==> src/verilog/aes_pkg.sv <==
// --------------------------------------------------------------------------
// AES-256 encryptor shared types, ring slot layout, round constants
// and the S-box and GF(2^8) byte helpers
// --------------------------------------------------------------------------
`default_nettype none

package aes_pkg;

    typedef logic [7:0]   byte_t;
    // byte 0 sits in bits 127:120, bytes run down each column in turn
    typedef logic [127:0] state_t;
    typedef logic [127:0] round_key_t;
    typedef logic [255:0] cipher_key_t;
    // round 0 is the initial key add, round 14 the last one
    typedef logic [3:0]   round_t;

    // one position of the round loop
    typedef struct packed {
        logic   valid;
        round_t round;
        state_t state;
    } loop_slot_t;

    localparam round_t LAST_ROUND     = 4'd14;
    localparam int     NUM_ROUND_KEYS = 15;

    typedef enum logic [1:0] {
        IDLE,
        EXPAND,
        READY
    } key_state_e;

    // indexed by word number / 8, entry 0 never used
    localparam logic [0:7][7:0] RCON = {
        8'h00, 8'h01, 8'h02, 8'h04, 8'h08, 8'h10, 8'h20, 8'h40
    };

    // forward substitution table, one row per high nibble
    localparam logic [0:255][7:0] SBOX_TABLE = {
        128'h637c777bf26b6fc53001672bfed7ab76,
        128'hca82c97dfa5947f0add4a2af9ca472c0,
        128'hb7fd9326363ff7cc34a5e5f171d83115,
        128'h04c723c31896059a071280e2eb27b275,
        128'h09832c1a1b6e5aa0523bd6b329e32f84,
        128'h53d100ed20fcb15b6acbbe394a4c58cf,
        128'hd0efaafb434d338545f9027f503c9fa8,
        128'h51a3408f929d38f5bcb6da2110fff3d2,
        128'hcd0c13ec5f974417c4a77e3d645d1973,
        128'h60814fdc222a908846eeb814de5e0bdb,
        128'he0323a0a4906245cc2d3ac629195e479,
        128'he7c8376d8dd54ea96c56f4ea657aae08,
        128'hba78252e1ca6b4c6e8dd741f4bbd8b8a,
        128'h703eb5664803f60e613557b986c11d9e,
        128'he1f8981169d98e949b1e87e9ce5528df,
        128'h8ca1890dbfe6426841992d0fb054bb16
    };

    function automatic byte_t sbox(input byte_t b);
        return SBOX_TABLE[b];
    endfunction

    // multiply by x modulo the AES polynomial
    function automatic byte_t xtime(input byte_t b);
        return {b[6:0], 1'b0} ^ (b[7] ? 8'h1b : 8'h00);
    endfunction

endpackage

`default_nettype wire

==> src/verilog/add_key_stage.sv <==
// --------------------------------------------------------------------------
// loop stage adding the round key, inserting new blocks and retiring
// finished ones towards egress
// --------------------------------------------------------------------------
`timescale 1ns/1ps
`default_nettype none

module add_key_stage
    import aes_pkg::*;
(
    input  logic       OK_addRK,
    input  logic       resetn,
    input  loop_slot_t slot_in,
    input  loop_slot_t ins_slot,
    output logic       ins_take,
    output round_t     rk_index,
    input  round_key_t round_key,
    output loop_slot_t slot_out,
    output logic       ret_valid,
    output state_t     ret_block
);

    loop_slot_t sel;
    state_t     keyed;
    logic       retire;
    logic       valid_q;
    round_t     round_q;
    state_t     state_q;

    // new blocks fill only an empty position
    assign ins_take = !slot_in.valid && ins_slot.valid;
    assign sel      = slot_in.valid ? slot_in : ins_slot;
    assign rk_index = sel.round;
    assign keyed    = sel.state ^ round_key;
    assign retire   = sel.valid && (sel.round == LAST_ROUND);

    always_ff @(posedge OK_addRK)
    begin
        if (!resetn)
        begin
            valid_q   <= 1'b0;
            ret_valid <= 1'b0;
        end
        else
        begin
            // a retiring block leaves its position empty
            valid_q   <= sel.valid && !retire;
            ret_valid <= retire;
        end
    end

    always_ff @(posedge OK_addRK)
    begin
        round_q   <= sel.round + 4'd1;
        state_q   <= keyed;
        ret_block <= keyed;
    end

    assign slot_out = '{valid: valid_q, round: round_q, state: state_q};

endmodule

`default_nettype wire

==> config.mk <==
export PLATFORM = sky130hd
export DESIGN_NAME = add_key_stage
export DESIGN_NICKNAME = d
export VERILOG_FILES = /design/src/verilog/aes_pkg.sv /design/src/verilog/add_key_stage.sv
export SDC_FILE = /design/constraint.sdc
export NUM_CORES = 1
export LEC_CHECK = 0
export ABC_AREA = 1
export BUFFER_PORTS_ARGS = -buffer_cell sky130_fd_sc_hd__buf_4
export CAP_MARGIN = 40
export CORE_AREA = 4 4 253 255
export DETAILED_ROUTE_END_ITERATION = 12
export DIE_AREA = 0 0 257 259
export SLEW_MARGIN = 20
export SYNTH_ARGS = -nofsm -noshare
export SYNTH_HDL_FRONTEND = slang
export SYNTH_SLANG_ARGS = --single-unit
==> constraint.sdc <==
create_clock -name OK_addRK -period 2.39 [get_ports OK_addRK]
set_clock_uncertainty 0.05 [all_clocks]
set_input_delay 0.3585 -clock OK_addRK [delete_from_list [all_inputs] [get_ports OK_addRK]]
set_output_delay 0.3585 -clock OK_addRK [all_outputs]
set_load 0.03 [all_outputs]
# Word level (Yosys, flattened, before mapping)
# Cells that the tools add are included.
# Widths: inputs -> output; s select.
[op_classes]
reduce_logical = 5
eq_ne = 1
addsub = 1
bitwise_logic = 1
mux = 1
[op_table]
columns = ["op", "count"]
rows = [
  ["$mux 133", 1],
  ["$xor 128x128->128", 1],
  ["$add 4x1->4 const B", 1],
  ["$eq 4x4->1 const B", 1],
  ["$logic_and 1x1->1", 3],
  ["$logic_not 1->1", 2],
]
[totals]
inputBits = 396
elab_cells = 13
register_bits = 134
out_inout_bits = 267

# Longest topological paths before layout
[depth]
word_depth = 5
depth_mapped = 9
mapped_depth_nobuf = 8

# Worst setup path after synthesis
# Ideal clock, no wire load.
[synth_path]
path_kind = "input port to flip-flop"
start = "input slot_in[132] (netlist name)"
end = "register valid_q"
arrival_ps = 1374
required_ps = 2215
setup_slack_ps = 840
stages = 9
setup_time_ps = 125
n_path_buf = 2
cell_sequence = "buf_4 > buf_6 > nand2_1 > nand2_1 > inv_1 > ha_1 > inv_1 > nor2_1 > nor2_1"
[synth_between]
elab_chain_len = 5
[synth_rtl]
columns = ["element", "line", "rtl"]
rows = [
  ["start: declaration", "add_key_stage.sv:13", "input loop_slot_t slot_in,"],
  ["$mux 133", "add_key_stage.sv:32", "assign sel = slot_in.valid ? slot_in : ins_slot;"],
  ["net rk_index[0]", "add_key_stage.sv:16", "output round_t rk_index,"],
  ["$eq 4x4->1", "add_key_stage.sv:35", "assign retire = sel.valid && (sel.round == LAST_ROUND);"],
  ["$logic_and 1x1->1", "add_key_stage.sv:35", ""],
  ["$logic_not 1->1", "add_key_stage.sv:47", "valid_q <= sel.valid && !retire;"],
  ["$logic_and 1x1->1", "add_key_stage.sv:47", ""],
  ["end signal: assignment", "add_key_stage.sv:47", ""],
  ["end: declaration", "add_key_stage.sv:26", "logic valid_q;"],
]
# The timed path passes the listed nets, and every way through them passes these cells.
# A chain may end at the register's enable or synchronous reset.

# Worst setup path in the final report
[layout_path]
start = "input slot_in[132] (netlist name)"
end = "output rk_index[3]"
[layout_between]
elab_chain_len = 1
[layout_rtl]
columns = ["element", "line"]
rows = [
  ["$mux 133", "add_key_stage.sv:32"],
  ["end: declaration", "add_key_stage.sv:16"],
]
# Every way passes these cells.

==> out/results.tsv <==
metric	value	unit
Max rail drop VDD	0.4732	mV
Iter 0 DRT Violations	231	
area taken by multi-input logic gates	0.002704	mm^2
top post-synthesis cells by count	nand2_1, dfxtp_1, buf_4, xor2_1, buf_2	
Worst Setup End Kind	primary output	
Clock Tree Buf Depth	2	
Routed WL	37920	um
Yosys cell types	17	
type of origin of the critical path	input pin	
Seq/Total Area, Yosys	40.88	%
Yosys Warn Count	0	
total negative slack	0	ns
root buf cell	clkbuf_16	
slew at the pin with the worst max-slew slack	0.6393	ns
Yosys top cell by area	dfxtp_1	
final hold vios	0	
Routed WL per cell	16.19	um
cell area power density	674.3	mW/mm^2
RSZ-0062 raised after global routing	no	
port bufs	662	
DIE HEIGHT	259	um
DP Worst Slack	0.6067	ns
Initial Utilization	10.65	%
DRT Pass-1 Iters	4	
setup ws final	0.6541	ns
largest net degree at the start of global routing	85	
Total GRT Usage	10.92	%
leading post-synthesis cells by cell area	dfxtp_1, nand2_1, xor2_1	
top-area cell type share of the netlist area	40.88	%
Final Setup Violations	0	
max cap viols	0	
CORE AREA	0.06160	mm^2
GPL Wtd Cong	0.8570	
syn_nets	1236	
worst setup path class	input pin to primary output	
hold depth	2	
DR vias/cell	3.184	
fillcell total	6759	
DRC violations left	0	
Max FO, Critical Path	49	
most used flip-flop cell after synthesis	dfxtp_1	
status	completed	
async set or reset register ratio after synthesis	0	%
# nets final	1888	
combined area of all synthesized cells	0.006561	mm^2
number of top-level pins	663	
DR vias	7456	
first-pass GRT wire length	51950	um
number of flops mapped to enable cells by yosys	0	
Finished Layout Cells	2342	
cells after synthesis	838	
top-count cell post-synth	nand2_1	
Slew Viols, Final	0	
Std-Cell Rows	91	
DRT antenna net count	0	
worst hold path class	input pin to register	
CTS tree	built	
CP required	1.98	ns
initial antenna violation count	3	
H-tree depth	4	
CTS sink cnt	134	
final global-route overflow total	0	
final worst-path cycle share	72.63	%
area of all sequential standard cells	0.002683	mm^2
Layout area overhead	103.0	%
P_leak	6.944	nW
# resized after CTS	0	
Detailed Place HPWL	31730	um
Worst EP arrival	1.33	ns
Die W	257	um
Mean Syn Cell Area	7.830	um^2
total power draw	0.008983	W
highest clock rate	0.5761	GHz
placed insts	2186	
crit path time final	1.736	ns
Slew headroom	56.93	%
clk slew on worst S/H paths	0.06	ns
vias in the first global route	7978	
FF+latch count, synth	134	
layout cells sized above 1	46.77	%
Die Footprint	0.06656	mm^2
TritonCTS buffer count	17	
critical path, cell delays in order:
cell and delay [ns]:
buf_4 0.18, buf_12 0.23, nand2_1 0.08, o21ai_1 0.18, buf_4 0.23
cells by family after synthesis:
logic type / Yosys count / share of synthesized area, %
AOI/OAI and AO/OA: 2 / 0.1524
xor gates and xnor gates: 129 / 17.22
adders and majority gates: 2 / 0.3813
buffers and inverters: 165 / 17.91
DFF: 134 / 40.88
and+or+nand+nor: 406 / 23.46
timing repair:
action,CTS,global route
hold buffers,122,0
buffers inserted,0,0
endpoints found under the hold margin,122,0
endpoints found under the setup margin,0,0
report_power, final:
group | leakage (nW) | switching, W | internal [W]
sequential | 1.13 | 0.000256 | 0.00254
clock | 0.272 | 0.00113 | 0.00159
combinational | 5.54 | 0.00203 | 0.00144
metal layers:
metal	routed length, um	global-route usage (%)
met5	27	0
met4	1298	4.667
met3	3486	4.809
met2	18180	18.41
met1	14920	11.99
worst paths after layout:
path / startpoint / slack (ns) / to
hold / removal: round_key[0] / 0.07 / state_q[0]
setup / recovery: slot_in[132] / 0.65 / rk_index[3]
metrics by stage:
step | area [um^2] | hold WS [ns] | util, %
floorplan | 6561 | 0.4052 | -
global placement | 11510 | 0.4953 | 18.69
detailed placement | 11510 | 0.4984 | 18.69
CTS | 13320 | 0.00008299 | 21.62
global route | 13320 | 0.005375 | 21.62
finish | 13320 | 0.06635 | 21.63
area by class of cell:
cell class	count	area share (%)
antenna	2	0.03757
multi-input combinational	539	20.30
inverter	7	0.2160
sequential	134	20.14
tap	837	7.861
timing repair buffer	791	47.06
clock buffer	21	3.456
clock inverter	11	0.9392
state kept, by name, summed over array words and instances (netlist names):
register,count
state_q,128
round_q,4
valid_q,1
ret_valid,1
cell usage in the layout, fill, tap and decap left out, types with 3 or more instances in the layout:
cell           netlist  layout
buf_4              130     667
nand2_1            398     398
dlygate4sd3_1        0     122
clkbuf_16            0      17
nor2_1               3       3
inv_1                6       6
clkinvlp_4           0       5
dfxtp_1            134     134
xor2_1             129     129
Note: power is estimated with default switching activity, not from simulation.
