### src/verilog/aes_pkg.sv
// --------------------------------------------------------------------------
// AES-256 encryptor shared types, ring slot layout, round constants
// and the S-box and GF(2^8) byte helpers
// --------------------------------------------------------------------------
`default_nettype none

package aes_pkg;

    typedef logic [7:0]   byte_t;
    // byte 0 sits in bits 127:120, bytes run down each column in turn
    typedef logic [127:0] state_t;
    typedef logic [127:0] round_key_t;
    typedef logic [255:0] cipher_key_t;
    // round 0 is the initial key add, round 14 the last one
    typedef logic [3:0]   round_t;

    // one position of the round loop
    typedef struct packed {
        logic   valid;
        round_t round;
        state_t state;
    } loop_slot_t;

    localparam round_t LAST_ROUND     = 4'd14;
    localparam int     NUM_ROUND_KEYS = 15;

    typedef enum logic [1:0] {
        IDLE,
        EXPAND,
        READY
    } key_state_e;

    // indexed by word number / 8, entry 0 never used
    localparam logic [0:7][7:0] RCON = {
        8'h00, 8'h01, 8'h02, 8'h04, 8'h08, 8'h10, 8'h20, 8'h40
    };

    // forward substitution table, one row per high nibble
    localparam logic [0:255][7:0] SBOX_TABLE = {
        128'h637c777bf26b6fc53001672bfed7ab76,
        128'hca82c97dfa5947f0add4a2af9ca472c0,
        128'hb7fd9326363ff7cc34a5e5f171d83115,
        128'h04c723c31896059a071280e2eb27b275,
        128'h09832c1a1b6e5aa0523bd6b329e32f84,
        128'h53d100ed20fcb15b6acbbe394a4c58cf,
        128'hd0efaafb434d338545f9027f503c9fa8,
        128'h51a3408f929d38f5bcb6da2110fff3d2,
        128'hcd0c13ec5f974417c4a77e3d645d1973,
        128'h60814fdc222a908846eeb814de5e0bdb,
        128'he0323a0a4906245cc2d3ac629195e479,
        128'he7c8376d8dd54ea96c56f4ea657aae08,
        128'hba78252e1ca6b4c6e8dd741f4bbd8b8a,
        128'h703eb5664803f60e613557b986c11d9e,
        128'he1f8981169d98e949b1e87e9ce5528df,
        128'h8ca1890dbfe6426841992d0fb054bb16
    };

    function automatic byte_t sbox(input byte_t b);
        return SBOX_TABLE[b];
    endfunction

    // multiply by x modulo the AES polynomial
    function automatic byte_t xtime(input byte_t b);
        return {b[6:0], 1'b0} ^ (b[7] ? 8'h1b : 8'h00);
    endfunction

endpackage

`default_nettype wire

### src/verilog/mix_stage.sv
// --------------------------------------------------------------------------
// loop stage doing ShiftRows, then MixColumns on all but the last round
// --------------------------------------------------------------------------
`timescale 1ns/1ps
`default_nettype none

module mix_stage
    import aes_pkg::*;
(
    input  logic       OK_addRK,
    input  logic       resetn,
    input  loop_slot_t slot_in,
    output loop_slot_t slot_out
);

    byte_t [0:15] bytes_in;
    byte_t [0:15] shifted;
    byte_t [0:15] mixed;
    logic         last_round;
    logic         valid_q;
    round_t       round_q;
    state_t       state_q;

    // one column times the fixed 02 03 01 01 matrix
    function automatic byte_t [0:3] mix_column(input byte_t [0:3] a);
        byte_t [0:3] r;
        r[0] = xtime(a[0]) ^ xtime(a[1]) ^ a[1] ^ a[2] ^ a[3];
        r[1] = a[0] ^ xtime(a[1]) ^ xtime(a[2]) ^ a[2] ^ a[3];
        r[2] = a[0] ^ a[1] ^ xtime(a[2]) ^ xtime(a[3]) ^ a[3];
        r[3] = xtime(a[0]) ^ a[0] ^ a[1] ^ a[2] ^ xtime(a[3]);
        return r;
    endfunction

    assign bytes_in = slot_in.state;
    // round field already holds the round being computed
    assign last_round = (slot_in.round == LAST_ROUND);

    always_comb
    begin
        // row r rotates left by r columns
        for (int c = 0; c < 4; c++)
            for (int r = 0; r < 4; r++)
                shifted[c*4 + r] = bytes_in[((c + r) % 4) * 4 + r];
        for (int c = 0; c < 4; c++)
            mixed[c*4 +: 4] = mix_column(shifted[c*4 +: 4]);
    end

    always_ff @(posedge OK_addRK)
    begin
        if (!resetn)
            valid_q <= 1'b0;
        else
            valid_q <= slot_in.valid;
    end

    always_ff @(posedge OK_addRK)
    begin
        round_q <= slot_in.round;
        // final round skips the column mix
        state_q <= last_round ? shifted : mixed;
    end

    assign slot_out = '{valid: valid_q, round: round_q, state: state_q};

endmodule

`default_nettype wire

### config.mk
export PLATFORM = sky130hd
export DESIGN_NAME = mix_stage
export DESIGN_NICKNAME = d
export VERILOG_FILES = /design/src/verilog/aes_pkg.sv /design/src/verilog/mix_stage.sv
export SDC_FILE = /design/constraint.sdc
export NUM_CORES = 1
export LEC_CHECK = 0
export BUFFER_PORTS_ARGS = -buffer_cell sky130_fd_sc_hd__buf_4
export CORE_MARGIN = 4
export CORE_UTILIZATION = 30
export CTS_CLUSTER_DIAMETER = 80
export DETAILED_ROUTE_END_ITERATION = 16
export PLACE_DENSITY = 0.56
export SLEW_MARGIN = 20
export SYNTH_ARGS = -nofsm -noshare
export SYNTH_HDL_FRONTEND = slang
export SYNTH_SLANG_ARGS = --single-unit
### constraint.sdc
create_clock -name OK_addRK -period 2.3 [get_ports OK_addRK]
set_clock_uncertainty 0.15 [all_clocks]
set_input_delay 0 -clock OK_addRK [delete_from_list [all_inputs] [get_ports OK_addRK]]
set_output_delay 0 -clock OK_addRK [all_outputs]
set_load 0.005 [all_outputs]
# Word level (Yosys, flattened, before mapping)
# Index checks and enable logic that the tools add are counted.
# classes
eq_ne,1
n_mux,17
n_bitwise,80
# op_table
op,n
XOR 8 bit,66
2-to-1 mux 128 bit,1
XOR 8 x 5 -> 8 bit,14
2-to-1 mux 5 bit,16
equality test 4 bit (second input constant),1
# word_totals
regBits,133
in_bits,135
output_inout_bits,133
word_cells,101

# Depth between registers and ports, before layout
# logic_depth
ltp_word,7
ltp_mapped,7
mapped_depth_nobuf,3

# Worst setup path after synthesis
# Ideal clock, no wire load.
# synth_timing
kind,input-to-reg
from,input slot_in[127] in the netlist's numbering
to,register state_q[123]
setup_time_ps,121
arrival_ps,1209
required_ps,2029
path_slack_ps,820
path_stages,4
n_path_buf,1
path_cell_list,buf_6 > xnor3_2 > xnor3_4 > mux2_2
# synth_between
elab_chain_len,7
# synth_rtl
element,line,source
from (decl),mix_stage.sv:12,"input loop_slot_t slot_in,"
2-to-1 mux 5 bit,aes_pkg.sv:64,"return {b[6:0], 1'b0} ^ (b[7] ? 8'h1b : 8'h00);"
XOR 8 x 5 -> 8 bit,aes_pkg.sv:64,
XOR 8 bit (4 in series),mix_stage.sv:27,r[0] = xtime(a[0]) ^ xtime(a[1]) ^ a[1] ^ a[2] ^ a[3];
2-to-1 mux 128 bit,mix_stage.sv:60,state_q <= last_round ? shifted : mixed;
to (signal assigned),mix_stage.sv:60,
to (decl),mix_stage.sv:22,state_t state_q;
# Every way passes these cells.
# A chain may end at the register's enable or synchronous reset.

# Final worst setup path
# layout_timing
from,input slot_in[18] in the netlist's numbering
to,register state_q[51]
# layout_between
elab_chain_len,6
# layout_rtl
element,line,source
XOR 8 x 5 -> 8 bit,aes_pkg.sv:64,
XOR 8 bit (4 in series),mix_stage.sv:28,r[1] = a[0] ^ xtime(a[1]) ^ xtime(a[2]) ^ a[2] ^ a[3];
2-to-1 mux 128 bit,mix_stage.sv:60,
# Every way passes these cells.

==> results.yml <==
logic_synthesis:
  synthDominantCellAreaShare_pct: 29.08
  yosysWarnings: 0
  avgSynthCellArea_sq_um: 11.86
  seq_area_frac_synth_pct: 29.08
  netlist-cell-type-count: 18
  synth_area_leaders: "dfxtp_1 29%, xnor3_1 29%, xnor2_1 9.3%"
  ys_ff_latch: 133
  syn_inst: 772
  syn_nets: 907
  yosysTopAreaCell: "dfxtp_1"
  syn_area_sq_um: 9158
worst_setup_path:
  path_delay_family: "buffers and inverters"
  crit_path_end_kind: "flop"
  critPathRequiredTime_ps: 2450
  max_stage_delay_ps: 550
  cp.arrival_ps: 2360
  crit_path_frequent_cell: "dlygate4sd3_1"
  crit_slowest_cell: "dlygate4sd3_1"
  crit_buf_inv: 3
  critPathMaxFanout: 4
  worstSetupStartpointType: "input port"
  cp_cell_sequence: "dlygate4sd3_1 > buf_4 > xor2_1 > xnor3_1 > mux2_2 > dlygate4sd3_1"
  crit_type: "in -> reg"
placement:
  dpl.cell_count: 1357
  post-place-ws_ps: 701.2
  place.gp.congestion: 0.7800
  dpl.hpwl_um: 17650
  io_buffers: 267
sta:
  setup_viol: 0
  finalCritPeriodShare_pct: 96.01
  setup_ws_ps: 91.83
  rsz0062_at_grt: "no"
  slew_violations: 0
  setup_tns_ps: 0
  min_period_ps: 2208
  hold_violations: 0
  fmax_mhz: 452.9
  max_slew.worst_pin.slew_ps: 487.7
  slew_headroom_pct: 67.38
die:
  die_w_um: 182.7
  fp.dieH_um: 182.7
  die_area_sq_um: 33380
  num_rows: 63
  core_sq_um: 29870
  initial_core_util_pct: 30.65
  pin_count: 268
drt:
  wl_per_cell_um: 15.70
  drtPass1Iterations: 4
  drtIter0Drc: 219
  postRouteAntennaNets: 0
  route.detailed.drc: 0
  wl_um: 25100
  vias: 6783
  viasPerCell: 4.242
global_routing:
  grt_pass1_wl_um: 39470
  busiest_layer: "met2"
  antenna_found_initial: 0
  grt_use_total_pct: 14.88
  grt_overflow: 0
  grt_util_met3_pct: 3.807
  first_global_vias: 7292
  grt_max_degree: 123
  use_met2_pct: 25.22
  grt_use_met1_pct: 18.66
power:
  peakVddDrop_uv: 429.4
  p_per_area_nw_per_um2: 716.7
  p_leak_nw: 6.750
  total_power_mw: 10.05
finish:
  utilization_pct: 46.92
  syn_to_final_growth_pct: 53.08
  layout.cells.non_filler: 1599
  drive_gt1_share_pct: 26.55
  layout_commonest_cell: "buf_4"
  layout_common_cells: "267 x buf_4, 210 x dlygate4sd3_1, 133 x dfxtp_1"
  diodes: 0
  nets: 1331
min_path:
  holdPathStages: 2
  whs_endpoint: "round_q[3]"
  hold_path.class: "in -> reg"
  min_from: "slot_in[131]"
cts:
  cts_tree: "yes"
  cts_root_buffer: "clkbuf_16"
  clkTransAtPathRegs_ps: 70
  clock_path_buffers: 2
  clkSinkCount: 133
  cts_buffers: 17
  htreeDepth: 4
status:
  status: "complete, no violations"
run:
  maxCapViolations: 0
## per-layer routing
metal	wire, um	vias up
met5	0	-
met4	564	0
met3	1557	31
met2	11980	187
met1	10990	3171
li1	-	3394
## kinds of logic (layout without fill, tap and decap cells)
kind of cell              Yosys count  in the layout  share of synthesized area [%]
muxes                              12             12                          1.476
xor gates and xnor gates          318            318                          54.60
buffers and inverters              75            512                          3.580
and+or+nand+nor                   118            118                          4.932
AOI/OAI and AO/OA                 116            116                          6.340
DFF                               133            133                          29.07
## synth_stat cells
cell,instances
clkbuf_1,45
xnor3_2,1
xor3_4,4
o21ai_0,116
nand2_1,116
buf_1,2
xor3_1,31
buf_2,25
xor2_1,65
buf_4,2
dfxtp_1,133
xnor3_4,2
buf_6,1
xnor2_1,97
and4b_1,1
mux2_2,12
and2_1,1
xnor3_1,118
## state kept, by name (all words and copies together) (netlist names)
| register | flops |
|---|---|
| state_q | 128 |
| round_q | 4 |
| valid_q | 1 |
## power breakdown
part | switching (mW) | internal, mW | total (mW)
logic | 1.40 | 2.87 | 4.27
clock network | 1.14 | 1.43 | 2.57
registers | 0.219 | 2.99 | 3.21
## stage by stage
step | hold slack [ps] | cell area [sq um]
2_1_floorplan | -122.3 | 9158
5_1_grt | 75.18 | 14020
3_3_place_gp | -37.41 | 11370
4_1_cts | 64.05 | 14010
3_5_place_dp | -33.52 | 11370
6_report | 80.37 | 14020
## area by class of cell
cell class,instances,area [sq um]
clock inverters,12,82.58
repair buffers,480,4158
fillers,2712,15860
well taps,390,488.0
clock buffers,20,456.7
flip-flops and latches,133,2663
multi-input cells,564,6171
## repair_timing
| item | CTS | global route |
|---|---|---|
| hold buffers | 210 | 0 |
| resized for setup | 0 | 1 |
| hold endpoints to repair | 133 | 0 |
| setup buffers | 0 | 0 |
| setup endpoints to repair | 0 | 8 |
## worst max-delay path by stage
stage,start,end,slack (ps),cells past startpoint
6_report,slot_in[18],state_q[51],90,6
2_1_floorplan,slot_in[127],state_q[123],820,4
3_3_place_gp,slot_in[127],state_q[123],720,4
3_5_place_dp,slot_in[127],state_q[123],700,4
4_1_cts,slot_in[128],state_q[83],100,7
5_1_grt,slot_in[95],state_q[89],30,6
(Power assumes the default switching activity.)
