--- src/verilog/aes_pkg.sv ---
// --------------------------------------------------------------------------
// AES-256 encryptor shared types, ring slot layout, round constants
// and the S-box and GF(2^8) byte helpers
// --------------------------------------------------------------------------
`default_nettype none

package aes_pkg;

    typedef logic [7:0]   byte_t;
    // byte 0 sits in bits 127:120, bytes run down each column in turn
    typedef logic [127:0] state_t;
    typedef logic [127:0] round_key_t;
    typedef logic [255:0] cipher_key_t;
    // round 0 is the initial key add, round 14 the last one
    typedef logic [3:0]   round_t;

    // one position of the round loop
    typedef struct packed {
        logic   valid;
        round_t round;
        state_t state;
    } loop_slot_t;

    localparam round_t LAST_ROUND     = 4'd14;
    localparam int     NUM_ROUND_KEYS = 15;

    typedef enum logic [1:0] {
        IDLE,
        EXPAND,
        READY
    } key_state_e;

    // indexed by word number / 8, entry 0 never used
    localparam logic [0:7][7:0] RCON = {
        8'h00, 8'h01, 8'h02, 8'h04, 8'h08, 8'h10, 8'h20, 8'h40
    };

    // forward substitution table, one row per high nibble
    localparam logic [0:255][7:0] SBOX_TABLE = {
        128'h637c777bf26b6fc53001672bfed7ab76,
        128'hca82c97dfa5947f0add4a2af9ca472c0,
        128'hb7fd9326363ff7cc34a5e5f171d83115,
        128'h04c723c31896059a071280e2eb27b275,
        128'h09832c1a1b6e5aa0523bd6b329e32f84,
        128'h53d100ed20fcb15b6acbbe394a4c58cf,
        128'hd0efaafb434d338545f9027f503c9fa8,
        128'h51a3408f929d38f5bcb6da2110fff3d2,
        128'hcd0c13ec5f974417c4a77e3d645d1973,
        128'h60814fdc222a908846eeb814de5e0bdb,
        128'he0323a0a4906245cc2d3ac629195e479,
        128'he7c8376d8dd54ea96c56f4ea657aae08,
        128'hba78252e1ca6b4c6e8dd741f4bbd8b8a,
        128'h703eb5664803f60e613557b986c11d9e,
        128'he1f8981169d98e949b1e87e9ce5528df,
        128'h8ca1890dbfe6426841992d0fb054bb16
    };

    function automatic byte_t sbox(input byte_t b);
        return SBOX_TABLE[b];
    endfunction

    // multiply by x modulo the AES polynomial
    function automatic byte_t xtime(input byte_t b);
        return {b[6:0], 1'b0} ^ (b[7] ? 8'h1b : 8'h00);
    endfunction

endpackage

`default_nettype wire

--- src/verilog/key_expander.sv ---
// --------------------------------------------------------------------------
// AES-256 key schedule, one round key per cycle into a 15-entry table
// --------------------------------------------------------------------------
`timescale 1ns/1ps
`default_nettype none

module key_expander
    import aes_pkg::*;
(
    input  logic        OK_addRK,
    input  logic        resetn,
    input  logic        key_load,
    input  cipher_key_t key,
    input  round_t      rk_index,
    output round_key_t  round_key,
    output logic        key_ready
);

    key_state_e state;
    round_t     idx;
    round_key_t key_table [NUM_ROUND_KEYS];
    // the two round keys the next one is built from
    round_key_t prev_rk;
    round_key_t cur_rk;
    round_key_t next_rk;
    logic [31:0] temp_word;

    function automatic logic [31:0] sub_word(input logic [31:0] w);
        return {sbox(w[31:24]), sbox(w[23:16]), sbox(w[15:8]), sbox(w[7:0])};
    endfunction

    function automatic logic [31:0] rot_word(input logic [31:0] w);
        return {w[23:0], w[31:24]};
    endfunction

    always_comb
    begin
        // even keys start a new 8-word group
        if (idx[0] == 1'b0)
            temp_word = sub_word(rot_word(cur_rk[31:0])) ^ {RCON[idx[3:1]], 24'h0};
        else
            temp_word = sub_word(cur_rk[31:0]);
        // each word chains off the one before it
        next_rk[127:96] = prev_rk[127:96] ^ temp_word;
        next_rk[95:64]  = prev_rk[95:64] ^ next_rk[127:96];
        next_rk[63:32]  = prev_rk[63:32] ^ next_rk[95:64];
        next_rk[31:0]   = prev_rk[31:0] ^ next_rk[63:32];
    end

    always_ff @(posedge OK_addRK)
    begin
        if (!resetn)
        begin
            state     <= IDLE;
            idx       <= '0;
            key_ready <= 1'b0;
        end
        else
        begin
            // ready one cycle after the table is complete
            key_ready <= (state == READY) && !key_load;
            if (key_load)
            begin
                state <= EXPAND;
                idx   <= 4'd2;
            end
            else if (state == EXPAND)
            begin
                idx <= idx + 4'd1;
                if (idx == LAST_ROUND)
                    state <= READY;
            end
        end
    end

    always_ff @(posedge OK_addRK)
    begin
        if (key_load)
        begin
            // keys 0 and 1 are the cipher key halves
            key_table[0] <= key[255:128];
            key_table[1] <= key[127:0];
            prev_rk      <= key[255:128];
            cur_rk       <= key[127:0];
        end
        else if (state == EXPAND)
        begin
            key_table[idx] <= next_rk;
            prev_rk        <= cur_rk;
            cur_rk         <= next_rk;
        end
    end

    // table read for the add-key stage
    assign round_key = key_table[rk_index];

endmodule

`default_nettype wire

--- config.mk ---
export PLATFORM = sky130hd
export DESIGN_NAME = key_expander
export DESIGN_NICKNAME = d
export VERILOG_FILES = /design/src/verilog/aes_pkg.sv /design/src/verilog/key_expander.sv
export SDC_FILE = /design/constraint.sdc
export NUM_CORES = 2
export LEC_CHECK = 0
export ABC_AREA = 1
export BUFFER_PORTS_ARGS = -buffer_cell sky130_fd_sc_hd__buf_2
export CAP_MARGIN = 20
export CORE_MARGIN = 2
export CORE_UTILIZATION = 45
export CTS_CLUSTER_DIAMETER = 50
export CTS_CLUSTER_SIZE = 14
export DETAILED_ROUTE_END_ITERATION = 6
export MAX_ROUTING_LAYER = met4
export PLACE_DENSITY_LB_ADDON = 0.05
export SETUP_SLACK_MARGIN = 0.3
export SYNTH_ARGS = -nofsm -noshare
export SYNTH_HDL_FRONTEND = slang
export SYNTH_SLANG_ARGS = --single-unit
--- constraint.sdc ---
create_clock -name OK_addRK -period 32.3 [get_ports OK_addRK]
set_clock_uncertainty 0.15 [all_clocks]
set_input_delay 3.23 -clock OK_addRK [delete_from_list [all_inputs] [get_ports OK_addRK]]
set_output_delay 3.23 -clock OK_addRK [all_outputs]
set_load 0.01 [all_outputs]
# Word level (Yosys, flattened, before mapping)
# Memories as Yosys holds them, arrays and structs flattened.
# Cells that the tools add are included.
dict set report word_totals {
  n_memories 6
  wordCells 69
  in_bits 263
  register_bits 263
  mem_bits_rw 1920
  mem_bits_ro 8256
  latch_bits 0
  output_inout_bits 129
}
dict set report classes {
  n_addsub 1
  div 0
  n_lt_le_gt_ge 5
  shifts 0
  bitwise 11
  n_mul 0
  mux 28
  eq_ne 3
  reduce_logical 8
}
# name words width read_ports rd_clocked_by_memory_dff write_ports line_no
set memory_table {}
lappend memory_table {{(name not given)} 256 8 1 0 0 aes_pkg.sv:59} ;# return SBOX_TABLE[b];
lappend memory_table {{(name not given)} 256 8 1 0 0 aes_pkg.sv:59}
lappend memory_table {{(name not given)} 256 8 1 0 0 aes_pkg.sv:59}
lappend memory_table {{(name not given)} 256 8 1 0 0 aes_pkg.sv:59}
lappend memory_table {key_table 15 128 1 0 2 key_expander.sv:21} ;# round_key_t key_table [NUM_ROUND_KEYS];
lappend memory_table {{(name not given)} 8 8 1 0 0 key_expander.sv:40} ;# temp_word = sub_word(rot_word(cur_rk[31:0])) ^ {RCON[idx[3:1]], 24'h0};
# operator count
set ops {}
lappend ops {{2-to-1 mux 128 bit} 5}
lappend ops {{bitwise XOR 32 bit} 5}
lappend ops {{OR reduction 128 bit} 1}
lappend ops {{2-to-1 mux 8 bit} 10}
lappend ops {{>= comparator 9 bit, second input constant} 4}
lappend ops {{inverter 8 -> 9 bit} 4}
lappend ops {{2-to-1 mux 32 bit} 1}
lappend ops {{2-to-1 mux 1 bit} 9}
lappend ops {{adder 4 x 1 -> 4 bit, second input constant} 1}
lappend ops {{== test 4 bit, second input constant} 1}
lappend ops {{>= comparator 4 bit, second input constant} 1}
lappend ops {{2-to-1 mux 2 bit} 2}
lappend ops {{2-to-1 mux 4 bit} 1}
lappend ops {{inverter 3 -> 4 bit} 1}
lappend ops {{AND reduction 2 bit} 2}
lappend ops {{nonzero test 2 bit} 2}
lappend ops {{== test 2 x 1 -> 1 bit, second input constant} 1}
lappend ops {{== test 2 bit, second input constant} 1}
lappend ops {{OR reduction 2 bit} 1}
lappend ops {{logical AND 1 bit} 1}
lappend ops {{logical NOT 1 bit} 1}
lappend ops {{inverter 1 bit} 1}

# Logic depth before layout (Yosys ltp)
dict set report depth {
  word_depth 12
  ltp_mapped 25
  ltp_nobuf 25
}

# Least setup slack after synthesis
# OpenSTA, ideal clock, no wires.
dict set report synth_timing {
  path_type {input-to-reg}
  from {in key_load}
  to {mem key_table[3][0] (netlist name), enable pin}
  stages 3
  setup_time_ns 0.773
  n_path_buf 2
  required_ns 31.377
  path_slack_ns 19.064
  t_arrival_ns 12.313
  path_cell_list {clkbuf_1 clkbuf_1 nor3_1}
}
# element line_no
set synth_rtl {}
lappend synth_rtl {{start, declared} key_expander.sv:12} ;# input logic key_load,
lappend synth_rtl {{end, declared} key_expander.sv:21}

# Final worst setup path
dict set report layout_timing {
  from {in rk_index[1]}
  to {out round_key[83]}
}
dict set report layout_between {
  elab_chain_cells 1
}
# element line_no
set layout_rtl {}
lappend layout_rtl {{start, declared} key_expander.sv:14} ;# input round_t rk_index,
lappend layout_rtl {{memory read (15 x 128 bit)} -}
lappend layout_rtl {{end, declared} key_expander.sv:15} ;# output round_key_t round_key,
# Every way passes these cells.

==> reports/metrics.cfg <==
[status]
run_status=finished, violations left
violations=design-rule violations

[drt]
wirelength_mm=453
via_count=85500
drc=15
via_per_inst=6.28
ant_nets=0
dr.pass1.iters=7
wl_per_cell_um=33.2
drt_iter0_markers=12300

[critical_path]
startpoint_type=input pin
critPathArrivalTime_ps=7620
required_ps=28920
crit_path_max_fanout=72
setup.worst_path.class=input pin to primary output
worst_setup_path_end_kind=primary output

[final_layout]
register_area_um2=69300
area_growth_pct=11.6
final_cells=13600
final_common_cell=edfxtp_1
most-common-layout-cells=2,304 x edfxtp_1, 1,570 x nand2_1, 1,457 x o21ai_0
layout-drive-gt1-share=0.111
fillers=21500
multi_input_area_um2=33500
finalNetCount=10600

[synth]
synthFlopType=edfxtp_1
synth_cell_types=45
synth_nets=10500
syn-cell-area_um2=107000
muxShareOfSynthArea=0.000748
synth_edf_count=2304
ys_async_sr_fraction=0
synth_seq_cells=2311
avgSynthCellArea_um2=10.5
synth_top_family_by_area=simple AND/OR/NAND/NOR gates
synthXorXnorAreaFrac=0
yosysSeqAreaShare=0.647
ys_warn_count=0
synthCells=10200
synth_compound_area_frac=0.137
synth-simple-area-share=0.166
synth-adder-area-share=0.00748

[sta]
worst_slew_pin_slew_ps=1230
setup_viol=0
fin_setup_tns_ps=0
holdWs_ps=329
layout_min_cycle_time_ps=11000
final_hold_viol_count=0
fin_crit_sh=0.340
clock.fmax_mhz=90.9
maxSlewViolCount=0
slew_headroom=0.172
rsz0062_at_grt=no

[min_path]
hp-class=flop to flop

[global_route]
grt_max_degree=194
antenna_found_initial=64
track_usage=0.376
busiest_layer=met2
grtUsageMet2=0.545
grt_pass1_vias=79500
grt_util_met1=0.520
grt_use_met3=0.0659
grt_pass1_wl_mm=626
grt.overflow.total=0

[die]
io_pins=392
initial_core_util=0.451
num_rows=179
die_h_um=492
dieArea_um2=242000
die_w_um=492
core-area_um2=237000

[placed_design]
hpwl_mm=294
dpl.cell_count=13200
place.gp.congestion=0.997
numPortBuffers=391

[pwr]
finalPower_w=0.00835
power.leakage_nw=42.3
power.density_nw_per_um2=69.9
vdd_drop_max_mv=0.0537

[cts]
htreeDepth=4
numCtsBuffers=237
cts_setup_buffers=0
cts_tree=built
cts_hold_buf=0
clockRootBuffer=clkbuf_16
clk_pin_slew_ps=60
clock_sinks=2311
ctsLongestPathBuffers=3
ctsResizeCount=0
clock_latency_ps=950

[flow_run]
max_cap_viol_count=0

-- Yosys cell counts, types with 2 or more instances --
cell type	number	area (um^2)
and2_1	32	200
edfxtp_1	2304	69200
nand2_1	1573	5900
nor2_1	1337	5020
o21a_1	2	15.0
o21ai_1	49	245
nand3b_1	41	308
a21oi_2	2	17.5
o31ai_1	3	22.5
o221ai_1	278	2430
o211ai_1	209	1570
inv_4	2	12.5
nand4_1	20	125
buf_4	22	165
buf_6	17	191
a21boi_0	2	15.0
o22ai_1	274	1710
nor3_1	13	65.1
clkinv_1	10	37.5
mux2i_1	8	80.1
clkbuf_1	539	2020
o32ai_1	10	87.6
ha_1	64	801
buf_1	56	210
dfxtp_1	7	140
nor2_2	15	93.8
nor2_4	7	78.8
inv_2	27	101
nand2_2	144	901
a21oi_1	96	480
buf_2	75	375
o21ai_0	1457	7290
nand3_2	10	100
nand2_4	3	33.8
a31oi_1	109	682
nand3_1	997	4990
inv_1	339	1270
inv_6	2	17.5
-- per-stage QoR --
stage	area [um^2]	utilization	setup slack, ps
floorplan	107000	-	19060
global placement	112000	0.471	21410
detailed placement	112000	0.471	21350
CTS	119000	0.503	21370
global route	119000	0.504	21170
finish	119000	0.504	21300
-- final cells by class --
cell class | count | share of cell area
flip-flops and latches | 2311 | 0.580
multi-input cells | 6761 | 0.280
clock buffers | 258 | 0.0504
well taps | 3167 | 0.0332
repair buffers | 551 | 0.0286
clock inverters | 149 | 0.0140
inverters | 380 | 0.0124
diodes | 52 | 0.00109
-- power breakdown --
part,total [W],switching [W],internal (W)
logic,0.00189,0.00152,0.000368
registers,0.00373,0.0000557,0.00367
clock network,0.00273,0.00125,0.00147
-- kinds of logic (layout without fill, tap and decap cells) --
group,count (synthesis),in the layout
simple gates,4193,4193
compound gates,2496,2496
flops,2311,2311
buf+inv,1090,1338
fa+ha+maj,64,64
mux,8,8
other cells,0,52
-- per-layer routing --
layer  vias up  wire, um
met5         -         0
met4         0     21400
met3       731     40700
met2      4609    201000
met1     43100    190000
li1      37100         -
-- state kept, by name, indices dropped and copies added (netlist names) --
| signal | count |
|---|---|
| cur_rk | 128 |
| state | 2 |
| key_ready | 1 |
| idx | 4 |
| prev_rk | 128 |
| key_table | 2048 |
-- worst max-delay path, cell delays in order --
cell      delay [ps]
buf_8            280
buf_4            540
buf_4            650
buf_4            670
buf_4            790
o21ai_0          240
o221ai_1         260
o211ai_1         120
nand2_1          350
buf_2            220
-- worst paths after layout --
kind | to | from | depth (start not counted) | slack (ps)
setup reg to reg | key_table[14][31] | cur_rk[24] | 20 | 25050
hold reg to reg | state[1] | state[1] | 2 | 330
hold / removal | state[1] | state[1] | 2 | 330
setup / recovery | round_key[83] | rk_index[1] | 10 | 21300
No activity file was read; power rests on OpenSTA's default activity.
