<file path="src/verilog/aes_pkg.sv">
// --------------------------------------------------------------------------
// AES-256 encryptor shared types, ring slot layout, round constants
// and the S-box and GF(2^8) byte helpers
// --------------------------------------------------------------------------
`default_nettype none

package aes_pkg;

    typedef logic [7:0]   byte_t;
    // byte 0 sits in bits 127:120, bytes run down each column in turn
    typedef logic [127:0] state_t;
    typedef logic [127:0] round_key_t;
    typedef logic [255:0] cipher_key_t;
    // round 0 is the initial key add, round 14 the last one
    typedef logic [3:0]   round_t;

    // one position of the round loop
    typedef struct packed {
        logic   valid;
        round_t round;
        state_t state;
    } loop_slot_t;

    localparam round_t LAST_ROUND     = 4'd14;
    localparam int     NUM_ROUND_KEYS = 15;

    typedef enum logic [1:0] {
        IDLE,
        EXPAND,
        READY
    } key_state_e;

    // indexed by word number / 8, entry 0 never used
    localparam logic [0:7][7:0] RCON = {
        8'h00, 8'h01, 8'h02, 8'h04, 8'h08, 8'h10, 8'h20, 8'h40
    };

    // forward substitution table, one row per high nibble
    localparam logic [0:255][7:0] SBOX_TABLE = {
        128'h637c777bf26b6fc53001672bfed7ab76,
        128'hca82c97dfa5947f0add4a2af9ca472c0,
        128'hb7fd9326363ff7cc34a5e5f171d83115,
        128'h04c723c31896059a071280e2eb27b275,
        128'h09832c1a1b6e5aa0523bd6b329e32f84,
        128'h53d100ed20fcb15b6acbbe394a4c58cf,
        128'hd0efaafb434d338545f9027f503c9fa8,
        128'h51a3408f929d38f5bcb6da2110fff3d2,
        128'hcd0c13ec5f974417c4a77e3d645d1973,
        128'h60814fdc222a908846eeb814de5e0bdb,
        128'he0323a0a4906245cc2d3ac629195e479,
        128'he7c8376d8dd54ea96c56f4ea657aae08,
        128'hba78252e1ca6b4c6e8dd741f4bbd8b8a,
        128'h703eb5664803f60e613557b986c11d9e,
        128'he1f8981169d98e949b1e87e9ce5528df,
        128'h8ca1890dbfe6426841992d0fb054bb16
    };

    function automatic byte_t sbox(input byte_t b);
        return SBOX_TABLE[b];
    endfunction

    // multiply by x modulo the AES polynomial
    function automatic byte_t xtime(input byte_t b);
        return {b[6:0], 1'b0} ^ (b[7] ? 8'h1b : 8'h00);
    endfunction

endpackage

`default_nettype wire

</file>
<file path="src/verilog/block_ingress.sv">
// --------------------------------------------------------------------------
// input queue with credit return, offers its head to the round loop
// --------------------------------------------------------------------------
`timescale 1ns/1ps
`default_nettype none

module block_ingress
    import aes_pkg::*;
#(
    parameter int IN_DEPTH  = 2,
    parameter int OUT_DEPTH = 4
)
(
    input  logic       OK_addRK,
    input  logic       resetn,
    input  logic       in_valid,
    input  state_t     in_block,
    output logic       in_credit,
    input  logic       key_ready,
    input  logic       ins_take,
    input  logic       sent,
    output loop_slot_t ins_slot
);

    localparam int PTR_W = (IN_DEPTH > 1) ? $clog2(IN_DEPTH) : 1;
    localparam int CNT_W = $clog2(IN_DEPTH + 1);
    localparam int OUT_W = $clog2(OUT_DEPTH + 1);

    state_t           queue [IN_DEPTH];
    logic [PTR_W-1:0] wr_ptr;
    logic [PTR_W-1:0] rd_ptr;
    logic [CNT_W-1:0] count;
    // blocks in the loop plus those waiting in egress
    logic [OUT_W-1:0] outstanding;
    logic             offer;

    function automatic logic [PTR_W-1:0] ptr_next(input logic [PTR_W-1:0] p);
        return (p == PTR_W'(IN_DEPTH - 1)) ? '0 : p + 1'b1;
    endfunction

    // hold back while egress could not absorb one more block
    assign offer    = (count != '0) && key_ready && (outstanding < OUT_W'(OUT_DEPTH));
    assign ins_slot = '{valid: offer, round: '0, state: queue[rd_ptr]};

    always_ff @(posedge OK_addRK)
    begin
        if (in_valid)
            queue[wr_ptr] <= in_block;
    end

    always_ff @(posedge OK_addRK)
    begin
        if (!resetn)
        begin
            wr_ptr      <= '0;
            rd_ptr      <= '0;
            count       <= '0;
            outstanding <= '0;
            in_credit   <= 1'b0;
        end
        else
        begin
            if (in_valid)
                wr_ptr <= ptr_next(wr_ptr);
            if (ins_take)
                rd_ptr <= ptr_next(rd_ptr);
            count       <= count + CNT_W'(in_valid) - CNT_W'(ins_take);
            outstanding <= outstanding + OUT_W'(ins_take) - OUT_W'(sent);
            // one credit back per block entering the loop
            in_credit   <= ins_take;
        end
    end

endmodule

`default_nettype wire

</file>
<file path="config.mk">
export PLATFORM = sky130hd
export DESIGN_NAME = block_ingress
export DESIGN_NICKNAME = d
export VERILOG_FILES = /design/src/verilog/aes_pkg.sv /design/src/verilog/block_ingress.sv
export SDC_FILE = /design/constraint.sdc
export NUM_CORES = 1
export LEC_CHECK = 0
export CORE_MARGIN = 3
export CORE_UTILIZATION = 30
export DETAILED_ROUTE_END_ITERATION = 10
export DONT_BUFFER_PORTS = 1
export REMOVE_ABC_BUFFERS = 1
export SLEW_MARGIN = 20
export SYNTH_ARGS = -nofsm -noshare
export SYNTH_HDL_FRONTEND = slang
export SYNTH_SLANG_ARGS = --single-unit
</file>
<file path="constraint.sdc">
create_clock -name OK_addRK -period 8.3 [get_ports OK_addRK]
set_input_delay 1.66 -clock OK_addRK [delete_from_list [all_inputs] [get_ports OK_addRK]]
set_output_delay 1.66 -clock OK_addRK [all_outputs]
set_load 0.05 [all_outputs]
</file>
# After elaboration in Yosys (flattened, before gate mapping)
# Memories as Yosys holds them, arrays and structs flattened. A register that Yosys moved wholly into a read port is not among the register bits.
# Cells that the tools add are included.
# totals
reg_bits	8
in_bits	134
output_inout_bits	134
ramBits	256
mem_count	1
# op_classes
n_lt_le_gt_ge	1
reduce_logical	3
mux	6
add_sub_neg	6
# mem_list
memory	words	width	rd	rd_ports_with_merged_regs	wr	line	rtl
queue	2	128	1	1	1	block_ingress.sv:29	state_t queue [IN_DEPTH];
# ops
cell	n
2-to-1 mux 1 bit	6
adder 3 x 1 -> 3 bit	1
< comparator 3 bit (second input constant)	1
subtractor 3 x 1 -> 3 bit	1
adder 1 bit (second input constant)	2
adder 2 x 1 -> 2 bit	1
logical AND 1 bit	2
nonzero test 2 bit	1
subtractor 2 x 1 -> 2 bit	1

# Logic depth before layout (Yosys ltp)
# Gate-level depths: netlist of the first run.
# logic_depth
depth_word	4
mapped_depth	7

# Worst setup path before layout of the first run
# OpenSTA, ideal clock, no wires.
# synth_path
kind	input port to flip-flop
start	input port in_valid
end	memory queue[0][0] in the netlist's numbering, enable pin
path_buffers	0
path_slack_ns	0.429
required_ns	7.668
arrival_ns	7.239
stages	1
cell_sequence	nor2b_1
# synth_between
elab_chain_len	2
# synth_rtl
element	line	rtl
start: declaration	block_ingress.sv:16	input logic in_valid,
2-to-1 mux 1 bit	block_ingress.sv:47	if (in_valid)
2-to-1 mux 1 bit (not written as such)	block_ingress.sv:48	queue[wr_ptr] <= in_block;
end: declaration	block_ingress.sv:29	
# Every way passes these cells.

==> results.ini, run 1 <==
[sta]
max_slew_headroom_pct = 35.9
timing.final.crit_period_ns = 4.49
period_share_pct = 54.0
setup_tns_after_final_layout_ns = 0
finalSetupViolCount = 0
skew_final_ns = 0.00882
achievable-frequency_mhz = 223
grt_setup_unrepaired = false
finalMaxSlewViolations = 0
timing_worst_slew_pin_value_ns = 0.961
hold_violations = 0
final_setup_margin_ns = 3.81

[power]
pwr_cell_area_nw_per_um2 = 295
totalPowerFinal_mw = 3.28
max-vdd-ir-drop_mv = 0.161
cellLeakagePower_nw = 3.59

[drt]
drt.antenna.violating_nets = 0
route.detailed.wl_per_inst_um = 19.8
drc = 0
drt_iter0_markers = 168
routed-via-count = 3982
drt-total-wl_mm = 18.1
dr.pass1.iters = 4
detail_route.vias_per_cell = 4.36

[grt]
grt_first_pass_wirelength_mm = 27.2
global_route.usage.total_pct = 9.99
grt_pass1_vias = 4352
globalRouteOverflowTotal = 0
number_of_antenna_violations_at_the_first_check_in_global_routing = 0
grt_start_max_net_pins = 69

[synthesis]
synth_seq_cells = 265
netlist_area_um2 = 9760
ys_warn_count = 0
synth_seq_area_share_pct = 80.6
synth_cell_type_count = 17
netlist_instances = 441
post_synth.cell_area_avg_um2 = 22.1

[clock_tree]
cts_htree_levels = 1
worstSkewPairLatency_ns = 0.53
cts_max_path_buffers = 3
cts_buffers = 29
cts.repair.resized = 0
clock_tree_from_tritoncts = built
cts.clk_slew.worst_paths_ns = 0.06
cts_hold_buffers = 0
cts.sinks = 265
postCtsSetupBuffers = 0
ctsRootBufferMaster = clkbuf_16

[placed_design]
final_hpwl_from_detailed_placement_mm = 12.1
place_worst_setup_slack_ns = 4.27
portBuffers = 0
gp_congestion = 0.693

[final_layout]
commonest_cells_after_routing_fill_and_taps_aside = edfxtp_1 (256), mux2_2 (128), clkbuf_16 (29)
drive_gt1_share_pct = 37.0
n_fill_cell = 2964
antennaDiodeCount = 0
utilization_pct = 35.0
layout-area-overhead-vs-synth_pct = 13.9
layout.cells.most_common = edfxtp_1
num-nets-final = 599

[worst_setup_path]
crit_path_start_kind = flop
timing.critical_path.slowest_cell_delay_ns = 0.85
cp_cell_sequence = buf_4, mux2_2
critical_path.n_buffers_inverters = 1
path_max_fanout = 68
critPathSlowestCell = dfxtp_4
path_class = flop to primary output
path_delay_family = flip-flops
worst_ep_arrival_time_ns = 2.83
critical_path_end_type = primary output
critPathRequiredTime_ns = 6.64

[floorplanning]
start_util_pct = 30.7
io-pin-count = 268
fp.dieW_um = 186
die-area_um2 = 34700
floorplan.rows = 65
die_height_um = 186
fp.coreArea_um2 = 31800

[run_status]
outcome = completed

[hold_path]
holdCritPathClass = flop to flop

[run]
timing.max_cap.violations = 0

[cell type report]
| cell class | count | area, um^2 | share of cell area [%] |
|---|---|---|---|
| Multi-Input combinational cell | 154 | 1680 | 15.1 |
| Sequential cell | 265 | 7870 | 70.8 |
| Inverter | 6 | 22.5 | 0.203 |
| Tap cell | 435 | 544 | 4.90 |
| Clock inverter | 13 | 199 | 1.79 |
| Clock buffer | 37 | 766 | 6.89 |
| Timing Repair Buffer | 4 | 30.0 | 0.270 |
[registers in the layout, indices dropped and copies added, names as in the netlist, named ones only]
signal       flops
queue          256
outstanding      3
count            2
in_credit        1
rd_ptr           1
wr_ptr           1
[report_power, final]
part / internal, mW / switching, mW
Clock: 0.803 / 0.484
Sequential: 1.55 / 0.0306
Combinational: 0.0915 / 0.323
Total: 2.44 / 0.837
[stage by stage]
| stage | hold WS, ns | cell area (um^2) | cells |
|---|---|---|---|
| floorplan | 0.555 | 9560 | 425 |
| global placement | 0.559 | 10200 | 864 |
| detailed placement | 0.564 | 10200 | 864 |
| CTS | 0.574 | 11100 | 914 |
| global route | 0.604 | 11100 | 914 |
| finish | 0.574 | 11100 | 914 |
[Yosys cell counts]
cell type | instances | share of area [%]
o21a_1 | 1 | 0.077
nor2b_1 | 3 | 0.19
dfxtp_1 | 9 | 1.8
xnor3_1 | 2 | 0.46
xor2_1 | 1 | 0.090
nor3b_1 | 1 | 0.077
buf_4 | 5 | 0.38
clkbuf_8 | 8 | 1.1
edfxtp_1 | 256 | 79
buf_6 | 6 | 0.69
ha_1 | 4 | 0.51
inv_1 | 6 | 0.23
and2_1 | 8 | 0.51
fa_1 | 1 | 0.21
mux2_2 | 128 | 15
nor2_1 | 1 | 0.038
conb_1 | 1 | 0.038
[tightest hold or removal path: stages, from the launching register on]
cell and delay [ns]:
dfxtp_1 0.32, xor2_1 0.07, and2_1 0.14
[cells by family (layout without fill, tap and decap cells)]
group / after synthesis / in the layout / synth area share (%)
adders and majority gates: 5 / 5 / 0.718
muxes: 128 / 128 / 14.8
DFF: 265 / 265 / 80.6
buffers and inverters: 25 / 60 / 2.44
other: 1 / 4 / 0.0384
AOI/OAI and AO/OA: 1 / 1 / 0.0769
and+or+nand+nor: 13 / 13 / 0.820
xor gates and xnor gates: 3 / 3 / 0.551
[layer usage]
layer | vias to the layer above | track usage [%] | share of wire (%) | routed length (um)
met2 | 219 | 17.1 | 49 | 8870
met4 | 0 | 2.53 | 1.9 | 337
met3 | 26 | 5.86 | 14 | 2470
met1 | 1983 | 10.5 | 36 | 6440
li1 | 1754 | - | - | -
met5 | - | 0 | 0 | 0
[path summary, 6_finish.rpt]
| check | from | endpoint | slack [ns] | cells after the start |
|---|---|---|---|---|
| min | rd_ptr | flop | 0.57 | 2 |
| min reg2reg | rd_ptr | flop | 0.57 | 2 |
| max reg2reg | wr_ptr | queue[1][15] | 5.91 | 2 |
| max | flop | ins_slot[18] | 3.81 | 2 |
Note: power is estimated with default switching activity, not from simulation.
==> inputs of run 2 (changes only) <==
==> constraint.sdc (replaced) <==
create_clock -name OK_addRK -period 4.6 [get_ports OK_addRK]
set_input_delay 0.92 -clock OK_addRK [delete_from_list [all_inputs] [get_ports OK_addRK]]
set_output_delay 0.92 -clock OK_addRK [all_outputs]
set_load 0.05 [all_outputs]
==> run 2 against run 1 <==
Critical path depth unchanged. Hold slack got worse by 0.11 ns. Critical path type unchanged. Via count is 0.63% higher. Global-route usage about the same. Count of clock-buffer cells in the layout is 6 lower. Non-clock buffer count rose by 3. Flip-flop and latch count stayed put. Final cell count up 0.77%. Critical endpoint is now ins_slot[48]. Utilization rose by 0.067 points. First-iteration DRC count decreased by 6.0%. Setup slack worse by 2.6 ns. Design area is 0.19% higher.
==> results.ini, run 2 (synthesis gave the netlist of run 1 again) <==
[run_status]
outcome = completed  ; unchanged

[worst_setup_path]
critPathRequiredTime_ns = 3.68  ; was 6.64 ns
worst_ep_arrival_time_ns = 2.44  ; was 2.83 ns
crit_path_start_kind = flop  ; unchanged
timing.critical_path.slowest_cell_delay_ns = 0.95  ; was 0.85 ns
path_class = flop to primary output  ; unchanged
cp_cell_sequence = buf_12, mux2_2  ; was buf_4, mux2_2
critPathSlowestCell = dfxtp_4  ; unchanged
critical_path_end_type = primary output  ; unchanged
path_max_fanout = 71  ; was 68

[sta]
timing_worst_slew_pin_value_ns = 0.980  ; was 0.961 ns
timing.final.crit_period_ns = 3.36
grt_setup_unrepaired = false  ; unchanged
hold_violations = 0  ; unchanged
finalSetupViolCount = 0  ; unchanged
max_slew_headroom_pct = 34.7  ; was 35.9%
whs_ns = 0.460  ; was 0.574 ns
achievable-frequency_mhz = 297
finalMaxSlewViolations = 0  ; unchanged
period_share_pct = 73.1
skew_final_ns = 0.0171  ; was 0.00882 ns

[floorplanning]
start_util_pct = 30.7  ; unchanged
floorplan.rows = 65  ; unchanged
fp.dieW_um = 186  ; unchanged
fp.coreArea_um2 = 31800  ; unchanged
die-area_um2 = 34700  ; unchanged
die_height_um = 186  ; unchanged
io-pin-count = 268  ; unchanged

[clock_tree]
cts_htree_levels = 1  ; unchanged
cts.clk_slew.worst_paths_ns = 0.06  ; about the same
cts_max_path_buffers = 3  ; unchanged
clock_tree_from_tritoncts = built  ; unchanged
worstSkewPairLatency_ns = 0.55  ; was 0.53 ns
cts_hold_buffers = 0  ; unchanged
cts.sinks = 265  ; unchanged
cts_buffers = 29  ; unchanged
cts.repair.resized = 0  ; unchanged
ctsRootBufferMaster = clkbuf_16  ; unchanged
postCtsSetupBuffers = 0  ; unchanged

[grt]
grt_pass1_vias = 4416  ; was 4352
grt_first_pass_wirelength_mm = 27.0  ; was 27.2 mm
grt_start_max_net_pins = 79  ; was 69
number_of_antenna_violations_at_the_first_check_in_global_routing = 0  ; unchanged
global_route.usage.total_pct = 9.97  ; was 9.99%
globalRouteOverflowTotal = 0  ; unchanged

[final_layout]
num-nets-final = 602  ; was 599
utilization_pct = 35.0  ; about the same
layout.cells.most_common = edfxtp_1  ; unchanged
stdcell_count = 921  ; was 914
drive_gt1_share_pct = 38.3  ; was 37.0%
biggestRegsByFlops = queue x256, outstanding x3, count x2  ; unchanged
commonest_cells_after_routing_fill_and_taps_aside = edfxtp_1 (256), mux2_2 (128), clkbuf_16 (29)  ; unchanged
layout-area-overhead-vs-synth_pct = 14.1  ; was 13.9%
antennaDiodeCount = 0  ; unchanged
largest_register_ffs = 256  ; unchanged
top_register = queue  ; unchanged

[hold_path]
holdCritPathClass = input pin to flop  ; was flop to flop

[drt]
route.detailed.wl_per_inst_um = 19.7  ; was 19.8 um
drt.antenna.violating_nets = 0  ; unchanged
dr.pass1.iters = 4  ; unchanged
routed-via-count = 4007  ; was 3982
detail_route.vias_per_cell = 4.35  ; was 4.36
drt_iter0_markers = 158  ; was 168
drc = 0  ; unchanged
drt-total-wl_mm = 18.1  ; unchanged

[power]
pwr_cell_area_nw_per_um2 = 520  ; was 295 nW/um^2
max-vdd-ir-drop_mv = 0.291  ; was 0.161 mV
cellLeakagePower_nw = 3.60  ; was 3.59 nW

[placed_design]
portBuffers = 0  ; unchanged
gp_congestion = 0.692  ; was 0.693
dp_cells = 866  ; was 864
final_hpwl_from_detailed_placement_mm = 12.0  ; was 12.1 mm

[run]
timing.max_cap.violations = 0  ; unchanged

run 2: area by class of cell:
| cell class | count | area, um^2 |
|---|---|---|
| fillers | 2922 | 20700 |
| flip-flops and latches | 265 | 7870 |
| multi-input cells | 154 | 1680 |
| clock inverters | 23 | 185 |
| repair buffers | 7 | 97.6 |
| inverters | 6 | 22.5 |
| clock buffers | 31 | 733 |
| well taps | 435 | 544 |
run 2: path summary, 6_finish.rpt:
check                        end           start  cells after the start  slack (ns)
setup / recovery    ins_slot[48]            flop                      2        1.24
hold / removal      queue[0][67]    in_block[67]                      0        0.46
setup reg to reg  outstanding[2]  outstanding[0]                      7        2.81
hold reg to reg             flop          rd_ptr                      2        0.58
run 2: worst max-delay path: cells and delay by family, from the launching register on:
kind,cells,cell delay [ns]
flip-flops,1,0.95
buffers and inverters,1,0.37
multiplexers,1,0.51
run 2: stage by stage:
| step | instance area, um^2 | worst slack [ns] | TNS (ns) | power [mW] |
|---|---|---|---|---|
| 2_1_floorplan | 9560 | -2.53 | -344.16 | 3.59 |
| 3_3_place_gp | 10200 | 1.75 | 0 | 3.65 |
| 3_5_place_dp | 10200 | 1.69 | 0 | 3.67 |
| 4_1_cts | 11100 | 1.11 | 0 | 5.88 |
| 5_1_grt | 11100 | 1.06 | 0 | 6.02 |
| 6_report | 11100 | 1.24 | 0 | 5.79 |
run 2: power breakdown:
group / switching [mW] / leakage [nW] / internal [mW]
combinational: 0.579 / 0.675 / 0.173
clock: 0.914 / 0.449 / 1.27
sequential: 0.0588 / 2.48 / 2.79
run 2: metal layers:
layer	vias to the layer above	GRT usage, %	part of all wire, %
met2	213	16.7	48
met3	45	6.03	14
met5	-	0	0
met1	1982	10.3	35
met4	0	3.72	3.8
li1	1767	-	-
